$ cat config.mk
export PLATFORM = sky130hd
export DESIGN_NAME = array_stream_top
export DESIGN_NICKNAME = d
export VERILOG_FILES = /design/src/design/stream_types_pkg.sv /design/src/design/read_cmd_pkg.sv /design/src/design/array_stream_top.sv /design/src/design/cacheline_fetch.sv /design/src/design/cacheline_stream.sv /design/src/design/mixed_width_ram.sv /design/src/design/stream_config_regs.sv
export SDC_FILE = /design/constraint.sdc
export NUM_CORES = 1
export LEC_CHECK = 0
export ABC_AREA = 1
export BUFFER_PORTS_ARGS = -buffer_cell sky130_fd_sc_hd__buf_2
export CAP_MARGIN = 20
export CORE_ASPECT_RATIO = 1.4
export CORE_UTILIZATION = 55
export CTS_BUF_LIST = sky130_fd_sc_hd__clkbuf_8
export DETAILED_ROUTE_END_ITERATION = 6
export PLACE_DENSITY_LB_ADDON = 0.3
export SKIP_CTS_REPAIR_TIMING = 1
export SYNTH_ARGS = -nofsm -noshare
export SYNTH_HDL_FRONTEND = slang
export SYNTH_SLANG_ARGS = --single-unit
$ cat constraint.sdc
create_clock -name clock -period 4 [get_ports clock]
set_input_delay 0.8 -clock clock [delete_from_list [all_inputs] [get_ports clock]]
set_output_delay 0.8 -clock clock [all_outputs]
set_load 0.01 [all_outputs]
$ cat src/design/stream_types_pkg.sv
// Line geometry shared by every block. ELEM_BITS itself is a module parameter
// and must divide HALF_BITS (8, 16, 32 or 64)
`default_nettype none

package stream_types_pkg;

	// ------------------------------------------------------------
	// Line geometry
	// ------------------------------------------------------------
	localparam int LINE_BITS  = 128;
	localparam int HALF_BITS  = LINE_BITS / 2;
	localparam int INDEX_BITS = 16;

	// ------------------------------------------------------------
	// Array tags
	// ------------------------------------------------------------
	// ARRAY_NONE is the idle value and is never accepted on a response
	typedef enum logic [1:0] {
		ARRAY_NONE   = 2'd0,
		ARRAY_VERTEX = 2'd1,
		ARRAY_EDGE   = 2'd2,
		ARRAY_WEIGHT = 2'd3
	} array_id_t;

endpackage

`default_nettype wire

$ cat src/design/read_cmd_pkg.sv
// Command, response and run configuration records
// Offset and used count fields are 8 bits, enough for 8-bit elements
`default_nettype none

package read_cmd_pkg;

	// One cache-line read, echoed back on both response halves
	typedef struct packed {
		stream_types_pkg::array_id_t                    tag;
		logic [stream_types_pkg::INDEX_BITS-1:0]        line_addr;
		logic [7:0]                                     offset;
		logic [7:0]                                     used;
	} read_cmd_t;

	// Half-line response
	// Port 0 carries the low half, port 1 the high half
	typedef struct packed {
		logic                                           valid;
		read_cmd_t                                      cmd;
		logic [stream_types_pkg::HALF_BITS-1:0]         data;
	} read_resp_t;

	// Run configuration from the register block
	typedef struct packed {
		stream_types_pkg::array_id_t                    tag;
		logic [stream_types_pkg::INDEX_BITS-1:0]        base;
		logic [stream_types_pkg::INDEX_BITS-1:0]        count;
		logic                                           start;
	} stream_cfg_t;

endpackage

`default_nettype wire

$ cat src/design/array_stream_top.sv
// Array streaming subsystem. Memory sits outside and must answer each
// command with both halves; response ports have no back-pressure
`timescale 1ns/1ps
`default_nettype none

module array_stream_top #(
	parameter int ELEM_BITS = 16
) (
	input  logic                      clock,
	input  logic                      rstn,
	input  logic                      reg_wr_valid,
	input  logic [2:0]                reg_addr,
	input  logic [15:0]               reg_wr_data,
	input  logic                      cmd_ready,
	input  read_cmd_pkg::read_resp_t  resp_0,
	input  read_cmd_pkg::read_resp_t  resp_1,
	input  logic                      elem_ready,
	output logic [15:0]               reg_rd_data,
	output read_cmd_pkg::read_cmd_t   cmd,
	output logic                      cmd_valid,
	output logic [ELEM_BITS-1:0]      elem,
	output logic                      elem_valid
);

	read_cmd_pkg::stream_cfg_t run_cfg;
	logic                      run_busy;
	logic                      line_pending;

	stream_config_regs regs (
		.clock       (clock),
		.rstn        (rstn),
		.reg_wr_valid(reg_wr_valid),
		.reg_addr    (reg_addr),
		.reg_wr_data (reg_wr_data),
		.run_busy    (run_busy),
		.reg_rd_data (reg_rd_data),
		.run_cfg     (run_cfg)
	);

	cacheline_fetch #(
		.ELEM_BITS(ELEM_BITS)
	) fetch (
		.clock       (clock),
		.rstn        (rstn),
		.run_cfg     (run_cfg),
		.cmd_ready   (cmd_ready),
		.line_pending(line_pending),
		.cmd         (cmd),
		.cmd_valid   (cmd_valid),
		.run_busy    (run_busy)
	);

	cacheline_stream #(
		.ELEM_BITS(ELEM_BITS)
	) unpack (
		.clock       (clock),
		.rstn        (rstn),
		.array_tag   (run_cfg.tag),
		.resp_0      (resp_0),
		.resp_1      (resp_1),
		.elem_ready  (elem_ready),
		.elem        (elem),
		.elem_valid  (elem_valid),
		.line_pending(line_pending)
	);

endmodule

`default_nettype wire

$ cat src/design/cacheline_fetch.sv
// Turns an element range into one read command per cache line touched.
// Only one line is in flight; the next command waits for line_pending to drop
`timescale 1ns/1ps
`default_nettype none

module cacheline_fetch #(
	parameter int ELEM_BITS = 16
) (
	input  logic                       clock,
	input  logic                       rstn,
	input  read_cmd_pkg::stream_cfg_t  run_cfg,
	input  logic                       cmd_ready,
	input  logic                       line_pending,
	output read_cmd_pkg::read_cmd_t    cmd,
	output logic                       cmd_valid,
	output logic                       run_busy
);

	localparam int            IB  = stream_types_pkg::INDEX_BITS;
	localparam logic [IB-1:0] EPL = IB'(stream_types_pkg::LINE_BITS / ELEM_BITS);

	typedef enum logic [1:0] {
		F_IDLE,
		F_ISSUE,
		F_WAIT_LINE,
		F_DRAIN
	} fetch_state_t;

	fetch_state_t  state;
	logic [IB-1:0] next_index;
	logic [IB-1:0] remaining;
	logic [IB-1:0] offset_full;
	logic [IB-1:0] line_room;
	logic [IB-1:0] used_full;

	// ------------------------------------------------------------
	// Per-line split of the range
	// ------------------------------------------------------------
	assign offset_full = next_index % EPL;
	assign line_room   = EPL - offset_full;
	assign used_full   = (remaining < line_room) ? remaining : line_room;

	assign cmd = '{
		tag:       run_cfg.tag,
		line_addr: next_index / EPL,
		offset:    offset_full[7:0],
		used:      used_full[7:0]
	};

	assign cmd_valid = (state == F_ISSUE);

	always_ff @(posedge clock or negedge rstn) begin
		if (!rstn) begin
			state      <= F_IDLE;
			next_index <= '0;
			remaining  <= '0;
			run_busy   <= 1'b0;
		end else begin
			case (state)
				F_IDLE: begin
					if (run_cfg.start) begin
						next_index <= run_cfg.base;
						remaining  <= run_cfg.count;
						run_busy   <= 1'b1;
						// Empty range goes straight to completion
						state      <= (run_cfg.count != '0) ? F_ISSUE : F_DRAIN;
					end
				end
				F_ISSUE: begin
					if (cmd_ready) begin
						next_index <= next_index + used_full;
						remaining  <= remaining - used_full;
						state      <= F_WAIT_LINE;
					end
				end
				// Wait for the first half to land
				F_WAIT_LINE: begin
					if (line_pending) begin
						state <= F_DRAIN;
					end
				end
				F_DRAIN: begin
					if (!line_pending) begin
						if (remaining == '0) begin
							run_busy <= 1'b0;
							state    <= F_IDLE;
						end else begin
							state <= F_ISSUE;
						end
					end
				end
				default: state <= F_IDLE;
			endcase
		end
	end

	a_cmd_stable: assert property (@(posedge clock) disable iff (!rstn)
		cmd_valid && !cmd_ready |=> cmd_valid && $stable(cmd));

	a_used_nonzero: assert property (@(posedge clock) disable iff (!rstn)
		cmd_valid |-> cmd.used != 8'd0);

endmodule

`default_nettype wire

$ cat src/design/cacheline_stream.sv
// Collects the two tagged halves of one line and streams its used elements.
// Responses with another tag are dropped; there is no back-pressure on them
`timescale 1ns/1ps
`default_nettype none

module cacheline_stream #(
	parameter int ELEM_BITS = 16
) (
	input  logic                         clock,
	input  logic                         rstn,
	input  stream_types_pkg::array_id_t  array_tag,
	input  read_cmd_pkg::read_resp_t     resp_0,
	input  read_cmd_pkg::read_resp_t     resp_1,
	input  logic                         elem_ready,
	output logic [ELEM_BITS-1:0]         elem,
	output logic                         elem_valid,
	output logic                         line_pending
);

	localparam int EPL     = stream_types_pkg::LINE_BITS / ELEM_BITS;
	localparam int RD_BITS = $clog2(EPL);

	read_cmd_pkg::read_resp_t resp_q;
	read_cmd_pkg::read_resp_t hold_q;
	logic                     part_q;
	logic                     match_0;
	logic                     match_1;
	logic                     pending_q;
	logic                     half_seen;
	logic [RD_BITS-1:0]       rd_ptr;
	logic [7:0]               left_q;
	logic                     take;
	logic                     last_take;

	assign match_0 = resp_0.valid && (resp_0.cmd.tag == array_tag) &&
		(array_tag != stream_types_pkg::ARRAY_NONE);
	assign match_1 = resp_1.valid && (resp_1.cmd.tag == array_tag) &&
		(array_tag != stream_types_pkg::ARRAY_NONE);

	// ------------------------------------------------------------
	// Response capture, port 0 first
	// ------------------------------------------------------------
	// A high half arriving with the low half waits one cycle in hold_q
	always_ff @(posedge clock or negedge rstn) begin
		if (!rstn) begin
			resp_q <= '0;
			hold_q <= '0;
			part_q <= 1'b0;
		end else begin
			if (match_0) begin
				resp_q <= resp_0;
				part_q <= 1'b0;
			end else if (hold_q.valid) begin
				resp_q <= hold_q;
				part_q <= 1'b1;
			end else if (match_1) begin
				resp_q <= resp_1;
				part_q <= 1'b1;
			end else begin
				resp_q.valid <= 1'b0;
			end

			if (match_0 && match_1) begin
				hold_q <= resp_1;
			end else begin
				hold_q.valid <= 1'b0;
			end
		end
	end

	assign take      = elem_valid && elem_ready;
	assign last_take = take && (left_q == 8'd1);

	// Drops together with the last accepted element
	assign line_pending = pending_q && !last_take;

	// ------------------------------------------------------------
	// Line tracking and element shift-out
	// ------------------------------------------------------------
	always_ff @(posedge clock or negedge rstn) begin
		if (!rstn) begin
			pending_q  <= 1'b0;
			half_seen  <= 1'b0;
			elem_valid <= 1'b0;
			rd_ptr     <= '0;
			left_q     <= '0;
		end else begin
			if (match_0 || match_1) begin
				pending_q <= 1'b1;
			end else if (last_take) begin
				pending_q <= 1'b0;
			end

			if (resp_q.valid) begin
				if (!half_seen) begin
					half_seen <= 1'b1;
				end else begin
					// Second half written this edge, line complete
					half_seen  <= 1'b0;
					rd_ptr     <= resp_q.cmd.offset[RD_BITS-1:0];
					left_q     <= resp_q.cmd.used;
					elem_valid <= (resp_q.cmd.used != 8'd0);
				end
			end

			if (take) begin
				left_q <= left_q - 8'd1;
				if (left_q == 8'd1) begin
					elem_valid <= 1'b0;
				end else begin
					rd_ptr <= rd_ptr + 1'b1;
				end
			end
		end
	end

	mixed_width_ram #(
		.ELEM_BITS(ELEM_BITS)
	) line_store (
		.clock   (clock),
		.we      (resp_q.valid),
		.wr_addr (part_q),
		.data_in (resp_q.data),
		.rd_addr (rd_ptr),
		.data_out(elem)
	);

	a_elem_stable: assert property (@(posedge clock) disable iff (!rstn)
		elem_valid && !elem_ready |=> elem_valid && $stable(elem));

endmodule

`default_nettype wire

$ cat src/design/mixed_width_ram.sv
// Two half-line words, written whole and read one element at a time.
// ELEM_BITS must divide HALF_BITS
`timescale 1ns/1ps
`default_nettype none

module mixed_width_ram #(
	parameter int ELEM_BITS = 16
) (
	input  logic                                                    clock,
	input  logic                                                    we,
	input  logic                                                    wr_addr,
	input  logic [stream_types_pkg::HALF_BITS-1:0]                  data_in,
	input  logic [$clog2(stream_types_pkg::LINE_BITS/ELEM_BITS)-1:0] rd_addr,
	output logic [ELEM_BITS-1:0]                                    data_out
);

	localparam int HB = stream_types_pkg::HALF_BITS;

	logic [HB-1:0]   mem [0:1];
	logic [2*HB-1:0] line;

	always_ff @(posedge clock) begin
		if (we) begin
			mem[wr_addr] <= data_in;
		end
	end

	// Element 0 sits in the low bits of word 0
	assign line     = {mem[1], mem[0]};
	assign data_out = line[rd_addr*ELEM_BITS +: ELEM_BITS];

endmodule

`default_nettype wire

$ cat src/design/stream_config_regs.sv
// Host registers for one streaming run. Writes to tag, base, count and
// control are ignored while a run is busy
`timescale 1ns/1ps
`default_nettype none

module stream_config_regs (
	input  logic                       clock,
	input  logic                       rstn,
	input  logic                       reg_wr_valid,
	input  logic [2:0]                 reg_addr,
	input  logic [15:0]                reg_wr_data,
	input  logic                       run_busy,
	output logic [15:0]                reg_rd_data,
	output read_cmd_pkg::stream_cfg_t  run_cfg
);

	localparam int IB = stream_types_pkg::INDEX_BITS;

	stream_types_pkg::array_id_t tag_q;
	logic [IB-1:0]               base_q;
	logic [IB-1:0]               count_q;
	logic                        start_q;
	logic                        busy_q;
	logic                        done_q;
	logic                        locked;

	// Busy as seen by the host, covering the start cycle too
	assign locked = run_busy | start_q;

	always_ff @(posedge clock or negedge rstn) begin
		if (!rstn) begin
			tag_q   <= stream_types_pkg::ARRAY_NONE;
			base_q  <= '0;
			count_q <= '0;
			start_q <= 1'b0;
			busy_q  <= 1'b0;
			done_q  <= 1'b0;
		end else begin
			start_q <= 1'b0;
			busy_q  <= run_busy;

			// Falling edge of run_busy marks completion
			if (busy_q && !run_busy) begin
				done_q <= 1'b1;
			end

			if (reg_wr_valid && !locked) begin
				case (reg_addr)
					3'd0: tag_q   <= stream_types_pkg::array_id_t'(reg_wr_data[1:0]);
					3'd1: base_q  <= reg_wr_data;
					3'd2: count_q <= reg_wr_data;
					3'd3: begin
						if (reg_wr_data[0]) begin
							start_q <= 1'b1;
							done_q  <= 1'b0;
						end
					end
					default: ;
				endcase
			end
		end
	end

	// ------------------------------------------------------------
	// Read mux, no handshake
	// ------------------------------------------------------------
	always_comb begin
		case (reg_addr)
			3'd0:    reg_rd_data = 16'(tag_q);
			3'd1:    reg_rd_data = base_q;
			3'd2:    reg_rd_data = count_q;
			3'd4:    reg_rd_data = {14'd0, done_q, locked};
			default: reg_rd_data = 16'd0;
		endcase
	end

	assign run_cfg = '{tag: tag_q, base: base_q, count: count_q, start: start_q};

	// The fetch engine only raises busy in answer to a start
	a_start_not_busy: assert property (@(posedge clock) disable iff (!rstn)
		start_q |-> !run_busy);

endmodule

`default_nettype wire

## Word-level counts from Yosys, hierarchy flattened

Memory sizes are Yosys's and may differ from the RTL's.
Index checks and enable logic that the tools add are counted.

- Bits of input ports: 222
- Memories: 1
- Bits in writable memories: 128
- Bits in latches: 0
- Logic and storage cells: 133
- Register bits after elaboration: 262
- Memory bits (read-only): 0
- Output and inout port bits: 68

Memories:

| memory | depth | bits a word | rd ports | clocked after memory_dff | wr ports | RTL line | RTL |
|---|---|---|---|---|---|---|---|
| unpack.line_store.mem | 2 | 64 | 2 | 0 | 1 | mixed_width_ram.sv:19 | `logic [HB-1:0] mem [0:1];` |

- Reductions and logical operators: 33
- Multipliers: 0
- Eq/ne operators: 15
- Divide/modulo/power cells: 0
- Multiplexer cells: 50
- Bitwise logic cells: 1
- Shift-type cells: 1
- Order comparisons: 1
- Add/sub/neg operators: 5

Operators by type and width:

| cell | number |
|---|---|
| 99-bit 2-to-1 mux | 2 |
| 128-bit by 8-bit variable part select with 16-bit output | 1 |
| 98-bit 2-to-1 mux | 1 |
| 16-bit 2-to-1 mux | 5 |
| 16-bit one-hot mux with 2 select lines | 2 |
| 16-bit one-hot mux with 4 select lines | 1 |
| 1-bit 2-to-1 mux | 25 |
| 8-bit 2-to-1 mux | 3 |
| 16-bit adder | 1 |
| 16-bit logical NOT | 1 |
| 16-bit less-than comparator | 1 |
| 16-bit nonzero test | 1 |
| 16-bit subtractor | 1 |
| 3-bit 2-to-1 mux | 4 |
| 2-bit nonzero test | 6 |
| 1-bit logical AND | 10 |
| 2-bit 2-to-1 mux | 5 |
| 8-bit by 1-bit == test with 1-bit output (second input constant) | 1 |
| 2-bit one-hot mux with 4 select lines | 1 |
| 2-bit AND reduction | 4 |
| 4-bit AND reduction | 2 |
| 8-bit nonzero test | 1 |
| 8-bit by 1-bit subtractor with 8-bit output (second input constant) | 1 |
| 3-bit by 2-bit == test with 1-bit output (second input constant) | 2 |
| other kinds (17) | 24 |

## Depth between registers and ports, before layout

- Depth after elaboration: 6
- Gate-level depth with buffers: 22
- Mapped depth without buffers: 22

## Modules after synthesis

Synthesis repeated with hierarchy kept, for this count alone.

- Cell total of the unflattened synthesis: 2659
- Area, all modules: 19982.9 um2

By module, submodules not included:

| module | cells each | times used | sequential area each (um2) | area each (um2) |
|---|---|---|---|---|
| cacheline_stream | 1305 | 1 | 4179.0 | 8929.8 |
| mixed_width_ram | 558 | 1 | 3843.7 | 5620.4 |
| cacheline_fetch | 561 | 1 | 875.8 | 3582.2 |
| stream_config_regs | 235 | 1 | 925.9 | 1850.5 |

## Worst setup path after synthesis

Ideal clock, no wire load.

- Kind: register -> register
- Start point: register unpack.resp_q[98] in the netlist's numbering
- End point: memory unpack.line_store.mem[0][0] in the netlist's numbering, enable pin
- Path slack: 408 ps
- Required time: 3512 ps
- Arrival time: 3104 ps
- Stages on the path, launching flop included: 3
- Library setup time: 488 ps
- Clock period less this slack: 3592 ps
- Path buffers: 0
- Cell sequence: dfrtp_1 > inv_1 > nor2_1

- Cells in the longest elaborated chain, start to end: 2

RTL lines:

| element | RTL line | RTL |
|---|---|---|
| start: declaration | cacheline_stream.sv:23 | `read_cmd_pkg::read_resp_t resp_q;` |
| start signal: assignment | cacheline_stream.sv:51 | `resp_q <= resp_0;` |
| start signal: assignment | cacheline_stream.sv:54 | `resp_q <= hold_q;` |
| start signal: assignment | cacheline_stream.sv:57 | `resp_q <= resp_1;` |
| 1-bit 2-to-1 mux | mixed_width_ram.sv:23 | `if (we) begin` |
| 1-bit 2-to-1 mux (not written as such) | mixed_width_ram.sv:24 | `mem[wr_addr] <= data_in;` |
| end: declaration | mixed_width_ram.sv:19 |  |

No other way between the ends.

==> results.cfg <==
[status]
status = complete, no violations

[grt]
grt_pass1_wl_mm = 77.1
grt.overflow.total = 0
antenna_found_initial = 7
grt_usage_pct = 29.6
grt_pass1_vias = 14637
grt_max_degree = 127

[pwr]
p_per_area_nw_per_um2 = 777
ir_drop_mv = 0.416
p_leak_nw = 10.3

[yosys]
syn_inst = 2124
synth_top_flop_cell = dfrtp_1
avgSynthCellArea_sq_um = 8.47
synth_common_cells = nand2_1, dfrtp_1, inv_1
synth_most_common_cell = nand2_1
async_flop_share_pct = 65.1
synth_warnings = 0
yosys.area.top_type = dfrtp_1
synth_edf_count = 128
ys_types = 39
synth_top_area_share_pct = 33.2
synth-seq-cells = 367
yosys-top-cells-area = dfrtp_1, edfxtp_1, nand2_1, o21ai_0, inv_1
ys_seq_area_share_pct = 54.6
synth_area_sq_um = 18000

[timing]
layout_min_cycle_time_ns = 3.68
min_period_over_period_pct = 92.1
tns_ns = 0
drv_slew = 0
fin_worst_skew_ns = 0.0120
setup_viol = 0
fmax_ghz = 0.271
max_slew_margin_pct = 31.0
worst_pin_slew_ns = 1.03
rsz0062_at_grt = false
hold_viol = 0

[drt]
via_per_inst = 5.43
drt_iter0_markers = 1197
drt-total-wl_mm = 48.7
antenna_left = 0
drtPass1Iterations = 5
drc = 0
vias = 15346
wl_per_cell_um = 17.2

[die]
dieArea_sq_um = 33500
die_height_um = 216
ios = 290
dieWidth_um = 155
rows = 78
core-area_sq_um = 32300
start_util_pct = 55.7

[setup_path]
crit_required_ns = 3.20
critPathMaxFanout = 8
start_kind = flop
arrival_ns = 2.88
crit_type = reg -> out
r2r_slack_ns = 0.51
endpoint_kind = output pin

[clock_tree]
numCtsBuffers = 56
cts.sinks = 367
cts-root-buf = clkbuf_8
clock_path_buffers = 3
cts_tree = built
clkSlewWorstSetupHoldPaths_ns = 0.07
htreeDepth = 2
clock_latency_ns = 0.63

[final_layout]
final_cells = 2828
nets = 2591
layout-drive-gt1-share_pct = 15.1
area_delta_synth_final_pct = 15.3

[placement]
dpl.cell_count = 2719
numPortBuffers = 235
gp_congestion = 0.911
dpl.hpwl_mm = 34.1

[run]
maxCapViolCount = 0

[worst_hold_path]
hp-class = in -> async
-- sequential cells by signal (all words and copies together), names as in the netlist, 2 cells and up --
| register | cells |
|---|---|
| fetch.next_index | 16 |
| fetch.remaining | 16 |
| fetch.state | 2 |
| regs.base_q | 16 |
| regs.count_q | 16 |
| regs.tag_q | 2 |
| unpack.hold_q | 76 |
| unpack.left_q | 8 |
| unpack.line_store.mem | 128 |
| unpack.rd_ptr | 3 |
| unpack.resp_q | 76 |
-- kinds of logic (layout without fill, tap and decap cells) --
| kind of cell | count (synthesis) | count (layout) | share of synthesized area, % |
|---|---|---|---|
| AO/OA/AOI/OAI | 486 | 486 | 15.0 |
| XOR/XNOR | 13 | 13 | 0.633 |
| adder cells (fa/ha/maj) | 32 | 32 | 2.31 |
| buffers and inverters | 354 | 592 | 7.91 |
| flip-flops | 367 | 367 | 54.6 |
| other | 1 | 27 | 0.0208 |
| AND/OR/NAND/NOR | 871 | 871 | 19.5 |
-- metal layers --
metal / wire length, um / global-route usage (%)
met5: 37 / 0
met4: 2220 / 14.6
met3: 2590 / 4.06
met2: 24300 / 50.2
met1: 19600 / 37.3
-- stage by stage --
stage          setup WS [ns]  hold slack (ns)  instance area [sq um]  total power, W  utilization [%]
4_1_cts                0.286            0.226                  20700          0.0161             64.2
5_1_grt               0.0812            0.266                  20700          0.0173             64.2
3_3_place_gp           0.646            0.453                  19500          0.0125             60.4
2_1_floorplan          0.408            0.395                  18100          0.0107                -
3_5_place_dp           0.510            0.454                  19500          0.0127             60.4
6_report               0.316            0.203                  20700          0.0161             64.2
-- critical path: stages, from the launching register on --
cell and delay, ns:
dfrtp_1 0.42, inv_1 0.11, ha_1 0.30, inv_1 0.04, ha_1 0.26, o21ai_0 0.09
nand2_1 0.07, nand3_1 0.07, nand3_1 0.21, o21ai_0 0.45, buf_2 0.23
-- worst paths after layout --
| kind | cells after the start | to | start |
|---|---|---|---|
| worst max-delay path | 10 | cmd[3] | fetch.next_index[0] |
| worst min register to register | 0 | unpack.line_store.mem[1][35] | unpack.resp_q[35] |
| worst min-delay path | 1 | fetch.next_index[6] | rstn |
| max in group asynchronous | 2 | unpack.left_q[5] | rstn |
| min in group clock | 3 | unpack.resp_q[33] | resp_0[33] |
| worst max register to register | 20 | fetch.next_index[8] | fetch.next_index[0] |
-- power by group --
| group | internal [W] | switching, W | total (W) |
|---|---|---|---|
| clock network | 0.00187 | 0.00151 | 0.00338 |
| registers | 0.00551 | 0.000988 | 0.00649 |
| logic | 0.00219 | 0.00406 | 0.00626 |
-- placed cells by master (no fill, tap or decap), types with 3 or more instances in the layout --
cell type / n
nand2_1: 543
dfrtp_1: 238
buf_2: 234
inv_1: 233
o21ai_0: 207
nor2_1: 171
edfxtp_1: 128
nand3_1: 117
o21ai_1: 106
o211ai_1: 76
clkbuf_8: 68
a21oi_1: 40
o22ai_1: 31
ha_1: 30
buf_4: 24
conb_1: 23
a31oi_1: 21
nand4_1: 17
clkinv_2: 9
nor3_1: 8
xor2_1: 8
clkinv_1: 6
inv_2: 5
xnor2_1: 5
bufinv_16: 5
diode_2: 4
buf_12: 3
-- area by class of cell --
type | instances | area (sq um)
antenna | 4 | 10.0
clock buffer | 68 | 936
clock inverter | 37 | 298
fill | 2756 | 11600
inverter | 225 | 850
multi-input combinational | 1425 | 6850
sequential | 367 | 9830
tap | 440 | 551
timing repair buffer | 262 | 1430
Note: power is estimated with default switching activity, not from simulation.
